<file path="config.mk">
export PLATFORM = sky130hd
export DESIGN_NAME = cl_mem_top
export DESIGN_NICKNAME = d
export VERILOG_FILES = /design/src/hw/cl_mem_pkg.sv /design/src/hw/cl_reset_flr.sv /design/src/hw/cl_reg_slice.sv /design/src/hw/cl_mem_arbiter.sv /design/src/hw/cl_mem_top.sv
export VERILOG_INCLUDE_DIRS = /design/src /design/src/hw
export SDC_FILE = /design/constraint.sdc
export NUM_CORES = 1
export LEC_CHECK = 0
export ABC_AREA = 0
export BUFFER_PORTS_ARGS = -buffer_cell sky130_fd_sc_hd__buf_4
export CAP_MARGIN = 15
export CORE_MARGIN = 3
export CORE_UTILIZATION = 40
export DETAILED_ROUTE_END_ITERATION = 12
export HOLD_SLACK_MARGIN = 0.02
export PLACE_DENSITY = 0.62
export SLEW_MARGIN = 20
export SYNTH_ARGS = -nofsm -noshare
export SYNTH_HDL_FRONTEND = slang
export SYNTH_SLANG_ARGS = --single-unit
</file>
<file path="constraint.sdc">
create_clock -name clk -period 7.85 [get_ports clk]
set_input_delay 1.1775 -clock clk [delete_from_list [all_inputs] [get_ports clk]]
set_output_delay 1.1775 -clock clk [all_outputs]
set_load 0.03 [all_outputs]
</file>
<file path="src/hw/cl_consts.svh">
`ifndef CL_CONSTS_SVH
`define CL_CONSTS_SVH

// Memory port geometry
`define CL_ADDR_W       16
`define CL_DATA_W       32
`define CL_STRB_W       (`CL_DATA_W / 8)

// Requests in flight between arbiter and memory
`define CL_OUTSTANDING  4

// Response codes, AXI style
`define CL_RESP_OKAY    2'd0
`define CL_RESP_SLVERR  2'd2

`endif

</file>
<file path="src/hw/cl_mem_pkg.sv">
`include "cl_consts.svh"

package cl_mem_pkg;

  //------------------------------
  // Request channel
  //------------------------------

  // Single beat, read or write
  typedef struct packed {
    logic                  write;
    logic [`CL_ADDR_W-1:0] addr;
    logic [`CL_DATA_W-1:0] wdata;   // don't care for reads
    logic [`CL_STRB_W-1:0] wstrb;
  } mem_req_t;

  //------------------------------
  // Response channel
  //------------------------------

  // Zero rdata on a write
  typedef struct packed {
    logic [`CL_DATA_W-1:0] rdata;
    logic [1:0]            resp;
  } mem_rsp_t;

endpackage

</file>
<file path="src/hw/cl_reset_flr.sv">
`timescale 1ns/1ps

module cl_reset_flr (
  input  logic clk,
  input  logic pipe_rst_n,
  input  logic flr_assert,
  output logic sync_rst_n,
  output logic flr_done
);

  logic pre_sync_rst_n;
  logic flr_assert_q;

  // Two-flop internal reset
  always_ff @(posedge clk)
    if (!pipe_rst_n)
    begin
      pre_sync_rst_n <= 1'b0;
      sync_rst_n     <= 1'b0;
    end
    else
    begin
      pre_sync_rst_n <= 1'b1;
      sync_rst_n     <= pre_sync_rst_n;
    end

  // FLR responder pulses done every other cycle while asserted
  always_ff @(posedge clk)
    if (!sync_rst_n)
    begin
      flr_assert_q <= 1'b0;
      flr_done     <= 1'b0;
    end
    else
    begin
      flr_assert_q <= flr_assert;
      flr_done     <= flr_assert_q && !flr_done;
    end

  // New FLR request is answered two cycles later
  a_flr_done_latency: assert property (@(posedge clk) disable iff (!sync_rst_n)
    $rose(flr_assert) |-> ##2 flr_done);

endmodule

</file>
<file path="src/hw/cl_reg_slice.sv">
`timescale 1ns/1ps

module cl_reg_slice import cl_mem_pkg::*; #(
  parameter type chan_t = mem_req_t
) (
  input  logic  clk,
  input  logic  sync_rst_n,

  input  chan_t in_data,
  input  logic  in_valid,
  output logic  in_ready,

  output chan_t out_data,
  output logic  out_valid,
  input  logic  out_ready
);

  chan_t main_data;
  chan_t skid_data;
  logic  main_valid;
  logic  skid_valid;
  logic  in_fire;
  logic  main_free;

  // Ready comes straight from a flop
  assign in_ready  = !skid_valid;
  assign in_fire   = in_valid && in_ready;
  // Main stage drains or is empty this cycle
  assign main_free = out_ready || !main_valid;

  assign out_data  = main_data;
  assign out_valid = main_valid;

  //------------------------------
  // Control
  //------------------------------
  always_ff @(posedge clk)
    if (!sync_rst_n)
    begin
      main_valid <= 1'b0;
      skid_valid <= 1'b0;
    end
    else if (main_free)
    begin
      // Skid holds the older item, so it goes first
      main_valid <= skid_valid || in_fire;
      skid_valid <= 1'b0;
    end
    else if (in_fire)
    begin
      skid_valid <= 1'b1;
    end

  //------------------------------
  // Payload
  //------------------------------
  always_ff @(posedge clk)
    if (main_free)
    begin
      if (skid_valid)
        main_data <= skid_data;
      else if (in_fire)
        main_data <= in_data;
    end
    else if (in_fire)
    begin
      skid_data <= in_data;
    end

  // Stalled output must not change under the consumer
  a_out_stable: assert property (@(posedge clk) disable iff (!sync_rst_n)
    out_valid && !out_ready |=> out_valid && $stable(out_data));

endmodule

</file>
<file path="src/hw/cl_mem_arbiter.sv">
`timescale 1ns/1ps
`include "cl_consts.svh"

module cl_mem_arbiter import cl_mem_pkg::*; (
  input  logic     clk,
  input  logic     sync_rst_n,

  // Host requester
  input  mem_req_t host_req,
  input  logic     host_req_valid,
  output logic     host_req_ready,
  output mem_rsp_t host_rsp,
  output logic     host_rsp_valid,
  input  logic     host_rsp_ready,

  // Accelerator requester
  input  mem_req_t acc_req,
  input  logic     acc_req_valid,
  output logic     acc_req_ready,
  output mem_rsp_t acc_rsp,
  output logic     acc_rsp_valid,
  input  logic     acc_rsp_ready,

  // Memory side
  output mem_req_t mem_req,
  output logic     mem_req_valid,
  input  logic     mem_req_ready,
  input  mem_rsp_t mem_rsp,
  input  logic     mem_rsp_valid,
  output logic     mem_rsp_ready
);

  localparam int DEPTH = `CL_OUTSTANDING;
  localparam int PTR_W = $clog2(DEPTH);
  localparam int CNT_W = $clog2(DEPTH + 1);

  logic             last_acc;
  logic             pick_acc;
  logic             req_fire;
  logic             rsp_fire;
  logic             head_acc;
  logic             q_full;
  logic [DEPTH-1:0] src_q;
  logic [PTR_W-1:0] wr_ptr;
  logic [PTR_W-1:0] rd_ptr;
  logic [CNT_W-1:0] q_count;

  //------------------------------
  // Request merge
  //------------------------------

  // On a tie the previous winner yields
  always_comb
    if (host_req_valid && acc_req_valid)
      pick_acc = !last_acc;
    else
      pick_acc = acc_req_valid;

  assign q_full = (q_count == CNT_W'(DEPTH));

  assign mem_req        = pick_acc ? acc_req : host_req;
  assign mem_req_valid  = (host_req_valid || acc_req_valid) && !q_full;
  assign host_req_ready = mem_req_ready && !q_full && !pick_acc;
  assign acc_req_ready  = mem_req_ready && !q_full && pick_acc;

  assign req_fire = mem_req_valid && mem_req_ready;

  always_ff @(posedge clk)
    if (!sync_rst_n)
      last_acc <= 1'b0;
    else if (req_fire)
      last_acc <= pick_acc;

  //------------------------------
  // Return routing
  //------------------------------

  // Memory answers in order, so the queue head owns the response
  assign head_acc = src_q[rd_ptr];

  assign host_rsp       = mem_rsp;
  assign acc_rsp        = mem_rsp;
  assign host_rsp_valid = mem_rsp_valid && !head_acc;
  assign acc_rsp_valid  = mem_rsp_valid && head_acc;
  assign mem_rsp_ready  = head_acc ? acc_rsp_ready : host_rsp_ready;

  assign rsp_fire = mem_rsp_valid && mem_rsp_ready;

  always_ff @(posedge clk)
    if (req_fire)
      src_q[wr_ptr] <= pick_acc;

  always_ff @(posedge clk)
    if (!sync_rst_n)
    begin
      wr_ptr  <= '0;
      rd_ptr  <= '0;
      q_count <= '0;
    end
    else
    begin
      if (req_fire)
        wr_ptr <= (wr_ptr == PTR_W'(DEPTH - 1)) ? '0 : wr_ptr + 1'b1;
      if (rsp_fire)
        rd_ptr <= (rd_ptr == PTR_W'(DEPTH - 1)) ? '0 : rd_ptr + 1'b1;
      case ({req_fire, rsp_fire})
        2'b10:   q_count <= q_count + 1'b1;
        2'b01:   q_count <= q_count - 1'b1;
        default: q_count <= q_count;
      endcase
    end

  // Memory must not answer a request it never got
  a_rsp_has_owner: assert property (@(posedge clk) disable iff (!sync_rst_n)
    mem_rsp_valid |-> q_count != '0);

  // Count stays within the queue after a push
  a_no_overflow: assert property (@(posedge clk) disable iff (!sync_rst_n)
    req_fire && !rsp_fire |=> q_count != '0 && q_count <= CNT_W'(DEPTH));

endmodule

</file>
<file path="src/hw/cl_mem_top.sv">
`timescale 1ns/1ps

module cl_mem_top import cl_mem_pkg::*; (
  input  logic     clk,
  input  logic     pipe_rst_n,

  input  mem_req_t host_req,
  input  logic     host_req_valid,
  output logic     host_req_ready,
  output mem_rsp_t host_rsp,
  output logic     host_rsp_valid,
  input  logic     host_rsp_ready,

  input  mem_req_t acc_req,
  input  logic     acc_req_valid,
  output logic     acc_req_ready,
  output mem_rsp_t acc_rsp,
  output logic     acc_rsp_valid,
  input  logic     acc_rsp_ready,

  output mem_req_t mem_req,
  output logic     mem_req_valid,
  input  logic     mem_req_ready,
  input  mem_rsp_t mem_rsp,
  input  logic     mem_rsp_valid,
  output logic     mem_rsp_ready,

  input  logic     flr_assert,
  output logic     flr_done
);

  logic     sync_rst_n;

  // Host side, between slices and arbiter
  mem_req_t hreq;
  logic     hreq_valid;
  logic     hreq_ready;
  mem_rsp_t hrsp;
  logic     hrsp_valid;
  logic     hrsp_ready;

  // Memory side, between arbiter and slices
  mem_req_t mreq;
  logic     mreq_valid;
  logic     mreq_ready;
  mem_rsp_t mrsp;
  logic     mrsp_valid;
  logic     mrsp_ready;

  cl_reset_flr i_reset_flr (
    .clk        (clk),
    .pipe_rst_n (pipe_rst_n),
    .flr_assert (flr_assert),
    .sync_rst_n (sync_rst_n),
    .flr_done   (flr_done)
  );

  //------------------------------
  // Host slices
  //------------------------------
  cl_reg_slice #(.chan_t(mem_req_t)) host_req_slice (
    .clk       (clk),
    .sync_rst_n(sync_rst_n),
    .in_data   (host_req),
    .in_valid  (host_req_valid),
    .in_ready  (host_req_ready),
    .out_data  (hreq),
    .out_valid (hreq_valid),
    .out_ready (hreq_ready)
  );

  cl_reg_slice #(.chan_t(mem_rsp_t)) host_rsp_slice (
    .clk       (clk),
    .sync_rst_n(sync_rst_n),
    .in_data   (hrsp),
    .in_valid  (hrsp_valid),
    .in_ready  (hrsp_ready),
    .out_data  (host_rsp),
    .out_valid (host_rsp_valid),
    .out_ready (host_rsp_ready)
  );

  // Accelerator enters without a slice
  cl_mem_arbiter i_arbiter (
    .clk            (clk),
    .sync_rst_n     (sync_rst_n),
    .host_req       (hreq),
    .host_req_valid (hreq_valid),
    .host_req_ready (hreq_ready),
    .host_rsp       (hrsp),
    .host_rsp_valid (hrsp_valid),
    .host_rsp_ready (hrsp_ready),
    .acc_req        (acc_req),
    .acc_req_valid  (acc_req_valid),
    .acc_req_ready  (acc_req_ready),
    .acc_rsp        (acc_rsp),
    .acc_rsp_valid  (acc_rsp_valid),
    .acc_rsp_ready  (acc_rsp_ready),
    .mem_req        (mreq),
    .mem_req_valid  (mreq_valid),
    .mem_req_ready  (mreq_ready),
    .mem_rsp        (mrsp),
    .mem_rsp_valid  (mrsp_valid),
    .mem_rsp_ready  (mrsp_ready)
  );

  //------------------------------
  // Memory slices
  //------------------------------
  cl_reg_slice #(.chan_t(mem_req_t)) mem_req_slice (
    .clk       (clk),
    .sync_rst_n(sync_rst_n),
    .in_data   (mreq),
    .in_valid  (mreq_valid),
    .in_ready  (mreq_ready),
    .out_data  (mem_req),
    .out_valid (mem_req_valid),
    .out_ready (mem_req_ready)
  );

  cl_reg_slice #(.chan_t(mem_rsp_t)) mem_rsp_slice (
    .clk       (clk),
    .sync_rst_n(sync_rst_n),
    .in_data   (mem_rsp),
    .in_valid  (mem_rsp_valid),
    .in_ready  (mem_rsp_ready),
    .out_data  (mrsp),
    .out_valid (mrsp_valid),
    .out_ready (mrsp_ready)
  );

endmodule

</file>
# Word-level counts from Yosys, hierarchy flattened
# Cells that the tools add are included.
# W data, S select, Z words.
word_totals:
  inputBits: 149
  register_bits: 372
  output_inout_bits: 128
  wordCells: 131
op_classes:
  addsub: 4
  bitwise: 5
  n_eq_ne: 5
  mux: 20
  n_reduce_logical: 53
  magnitude_cmp: 3
op_table:
  columns: ["operator", "count"]
  rows:
  - ["$mux W53", 5]
  - ["$mux W34", 4]
  - ["$reduce_and A2 Y1", 8]
  - ["$logic_and A1 B1 Y1", 14]
  - ["$logic_not A1 Y1", 13]
  - ["$reduce_bool A2 Y1", 5]
  - ["$logic_or A1 B1 Y1", 9]
  - ["$reduce_or A2 Y1", 4]
  - ["$eq A2 B2 Y1 const B", 3]
  - ["$lt A2 B3 Y1 const B", 2]
  - ["$pmux W3 S2", 1]
  - ["$mux W1", 5]
  - ["$not A1 Y1", 5]
  - ["$add A2 B1 Y2 const B", 2]
  - ["$bwmux W4", 1]
  - ["$mux W2", 2]
  - ["$add A3 B1 Y3 const B", 1]
  - ["$eq A3 B3 Y1 const B", 1]
  - ["$sub A3 B1 Y3 const B", 1]
  - ["$bmux W1 S2", 1]
  - ["$demux W1 S2", 1]
  - ["$eq A2 B1 Y1 const B", 1]
  - ["$ge A2 B1 Y1 const B", 1]

# Longest topological paths before layout
depth:
  ltp_word: 7
  depth_mapped: 9
  ltp_nobuf: 8

# Modules after synthesis
# Synthesis repeated with hierarchy kept, for this count alone.
hier_totals:
  cells_unflattened: 777
  area_unflattened_um2: 15170.8
modules_own_cells:
  columns: ["module", "seq_area_each_um2", "instances", "area_per_inst_um2", "cells_per_inst"]
  rows:
  - ["cl_reg_slice (host_req_slice ...)", 3223.1, 2, 4021.4, 174]
  - ["cl_reg_slice (host_rsp_slice ...)", 2082.0, 2, 2612.5, 115]
  - ["cl_mem_arbiter", 280.3, 1, 1801.7, 192]
  - ["cl_reset_flr", 80.1, 1, 101.3, 7]

# Least setup slack after synthesis
# Ideal clock, no wire load.
synth_timing:
  path_type: "input to register"
  start: "input port acc_req_valid"
  end: "register host_req_slice.skid_data[0] in the netlist's numbering, enable pin"
  stages: 5
  setup_time_ps: 540
  slack_ps: 1474
  t_required_ps: 7310
  arrival_time_ps: 5836
  n_path_buf: 2
  cell_sequence: "a21boi_0 buf_2 buf_4 o31ai_1 nor3b_1"
synth_via:
  elab_chain_cells: 7
synth_rtl:
  columns: ["item", "line", "text"]
  rows:
  - ["from (decl)", "cl_mem_top.sv:15", "input logic acc_req_valid,"]
  - ["$logic_and A1 B1 Y1", "cl_mem_arbiter.sv:54", "if (host_req_valid && acc_req_valid)"]
  - ["$mux W1 *", "cl_mem_arbiter.sv:54", null]
  - ["named net i_arbiter.pick_acc", "cl_mem_arbiter.sv:38", "logic pick_acc;"]
  - ["$logic_not A1 Y1 *", "cl_mem_arbiter.sv:63", "assign host_req_ready = mem_req_ready && !q_full && !pick_acc;"]
  - ["$logic_and A1 B1 Y1 *", "cl_mem_arbiter.sv:63", null]
  - ["$logic_or A1 B1 Y1 *", "cl_reg_slice.sv:29", "assign main_free = out_ready || !main_valid;"]
  - ["$not A1 Y1 (no source line) *", null, null]
  - ["$reduce_and A2 Y1 (no source line) *", null, null]
  - ["to (signal assigned)", "cl_reg_slice.sv:67", "skid_data <= in_data;"]
  - ["to (decl)", "cl_reg_slice.sv:19", "chan_t skid_data;"]
# Mark *: on every way through the listed nets, which the timed path passes. The rest lies on a longest branch.
# A chain may end at the register's enable or synchronous reset.

# Final worst setup path
layout_timing:
  start: "input port acc_req_valid"
  end: "output port acc_req_ready"
layout_via:
  elab_chain_cells: 3
layout_rtl:
  columns: ["item", "line", "text"]
  rows:
  - ["$logic_and A1 B1 Y1", "cl_mem_arbiter.sv:54", null]
  - ["$mux W1 *", "cl_mem_arbiter.sv:54", null]
  - ["$logic_and A1 B1 Y1 *", "cl_mem_arbiter.sv:64", "assign acc_req_ready = mem_req_ready && !q_full && pick_acc;"]
  - ["to (decl)", "cl_mem_top.sv:16", "output logic acc_req_ready,"]
# Mark *: on every way between the ends. The rest lies on a longest branch, timed or not.

==> flow_metrics.py <==
metrics = {
    "outcome": {
        "status": "finished, final reports clean",
    },
    "synthesis": {
        "synthCells": 705,
        "yosysSeqAreaShare": 0.774,
        "synth_edf_count": 352,
        "syn-num-nets": 861,
        "ys_top_cells_by_count": "352 x edfxtp_1, 227 x mux2_2, 20 x dfxtp_1",
        "synthArstFlopShare": 0,
        "synthMuxAreaShare": 0.185,
        "synth_ff_type": "edfxtp_1",
        "yosys.cell_count.top_type": "edfxtp_1",
        "yosys.area_share.adder": 0.00670,
        "yosysUniqueCellTypes": 30,
        "synthTopCellsByArea": "edfxtp_1 75%, mux2_2 18%, dfxtp_1 2.8%",
        "synth_xor_area_frac": 0.00124,
        "ys_seq_elements": 372,
        "synth_top_family_by_area": "multiplexers",
        "yosys.area_share.simple": 0.0156,
        "postSynthAreaPerCell_um2": 20.1,
        "syn_area_um2": 14200,
        "synth_compound_area_frac": 0.00741,
        "ys_warn_count": 0,
        "yosys.area.top_type": "edfxtp_1",
        "yosys.area.top_type_share": 0.745,
    },
    "worst_setup_path": {
        "start_kind": "input port",
        "path_class": "in2out",
        "reg2reg_depth": 5,
        "critPathRequiredTime_ns": 6.67,
        "crit_chain": "buf_4 > a21boi_4 > buf_4 > nor3b_1 > buf_4",
        "timing.rr.start": "mem_req_slice.skid_valid",
        "end_kind": "primary output",
        "startpoint": "acc_req_valid",
        "worst_path_most_repeated_cell": "buf_4",
        "crit_arrival_ns": 3.17,
        "slowest_delay_ns": 0.72,
        "path_max_fanout": 34,
        "crit_slowest_cell": "a21boi_4",
    },
    "layout": {
        "final_util": 0.526,
        "area_growth_pct": 28.8,
        "nets": 1165,
        "drive_gt1_frac": 0.563,
    },
    "clock_network": {
        "clk_path_buf_depth": 3,
        "clk_pin_slew_worst_paths_ns": 0.06,
        "numCtsBuffers": 40,
        "clk_latency_ns": 0.52,
        "h-tree-depth": 2,
        "ctsResizeCount": 0,
        "holdBufCountCts": 0,
        "cts_tree": "yes",
        "cts_root_buf": "clkbuf_16",
        "clock_sinks": 372,
        "post-cts-setup-buffer-count": 0,
    },
    "placed_design": {
        "io_buffers": 276,
        "dp_hpwl_um": 19900,
        "dp_slack_ns": 3.48,
        "gp_congestion": 0.711,
    },
    "floorplan": {
        "die_y_um": 194,
        "core_um2": 34700,
        "die-area_um2": 37800,
        "io_pins": 277,
        "num_rows": 68,
        "initial_utilization": 0.409,
        "die_w_um": 194,
    },
    "timing": {
        "clock_skew_ns": 0.0233,
        "slew_headroom": 0.392,
        "fin_setup_tns_ns": 0,
        "rsz0062_at_grt": "false",
        "slew_viol_final": 0,
        "setup_viol": 0,
        "fin_crit_ns": 4.34,
        "hold_violations": 0,
        "fmax_mhz": 230,
        "worst_slack_ns": 3.51,
        "tightest_slew_ns": 0.910,
        "timing.final.crit_share": 0.553,
    },
    "worst_hold_path": {
        "min_path_type": "reg2reg",
        "min-delay-start": "i_reset_flr.flr_done",
        "holdPathStages": 1,
    },
    "routing": {
        "viasPerCell": 4.90,
        "vias": 7340,
        "drc": 0,
        "wl_per_cell_um": 20.1,
        "dr.pass1.iters": 4,
        "wl_um": 30100,
        "antenna_left": 0,
        "drt_iter0_drc": 372,
    },
    "global_route": {
        "grt_overflow": 0,
        "grt_max_degree": 58,
        "grt_first_pass_wirelength_um": 46200,
        "antenna_found_initial": 2,
        "grt_pass1_vias": 7645,
        "grt_usage": 0.156,
    },
    "power_and_ir_drop": {
        "total_power_mw": 4.59,
        "powerDensity_nw_per_um2": 251,
        "p_leak_nw": 6.56,
        "max-vdd-ir-drop_mv": 0.190,
    },
    "flow_run": {
        "maxCapViolCount": 0,
    },
}
## worst paths after layout
kind | end | slack (ns)
hold / removal | i_reset_flr.flr_done | 0.42
hold reg to reg | i_reset_flr.flr_done | 0.42
setup reg to reg | mem_req_slice.skid_data[14] | 4.78
setup / recovery | acc_req_ready | 3.51
## state kept, by name, summed over array words and instances (netlist names), 4 cells and up
signal                    count
host_req_slice.out_data      53
host_req_slice.skid_data     53
mem_req_slice.out_data       53
mem_req_slice.skid_data      53
host_rsp_slice.out_data      34
host_rsp_slice.skid_data     34
mem_rsp_slice.out_data       34
mem_rsp_slice.skid_data      34
i_arbiter.src_q               4
## critical path: cells and delay by family
family	cells	cell delay, ns
buf+inv	3	0.88
simple gates	1	0.32
compound gates	1	0.72
## final cells by class
cell class              instances  area [µm²]
diodes                          1        2.50
fillers                      2880       16500
clock inverters                14         205
clock buffers                  60        1160
flip-flops and latches        372       11000
well taps                     455         569
multi-input cells             297        3130
inverters                       9        33.8
repair buffers                289        2190
## report_power, final
group	leakage [nW]	switching (mW)	total, mW	internal (mW)
sequential	3.45	0.0288	2.29	2.26
combinational	2.45	0.196	0.364	0.168
clock	0.660	0.748	1.94	1.19
## layer usage
| metal | up-vias | track usage | wire, µm |
|---|---|---|---|
| met5 | - | 0 | 26 |
| met4 | 4 | 0.0394 | 647 |
| met3 | 45 | 0.0575 | 2790 |
| met2 | 257 | 0.242 | 13700 |
| met1 | 3648 | 0.211 | 12900 |
| li1 | 3386 | - | - |
## layout by cell type (no fill, tap or decap), drive strengths merged, types with 4 or more instances in the layout
master	Yosys	final
bufinv	0	5
a21boi	7	7
buf	15	289
a21oi	4	4
edfxtp	352	352
nor2	10	10
and2	7	7
mux2i	4	4
nor2b	4	4
clkinv	0	8
clkbuf	12	60
mux2	227	227
nand2	5	5
nor3b	8	8
inv	9	9
dfxtp	20	20
ha	6	6
## per-stage QoR
step                cells  instance area (µm²)  hold slack, ns
finish               1497                18300           0.417
global route         1496                18300           0.431
CTS                  1496                18300           0.419
detailed placement   1422                16900           0.410
global placement     1421                16900           0.400
floorplan             705                14200           0.404
## kinds of logic after synthesis
| logic type | Yosys count |
|---|---|
| AOI/OAI and AO/OA | 16 |
| xor gates and xnor gates | 2 |
| adders and majority gates | 7 |
| buffers and inverters | 36 |
| DFF | 372 |
| muxes | 232 |
| and+or+nand+nor | 40 |
Power figures use the tool's default switching activity.
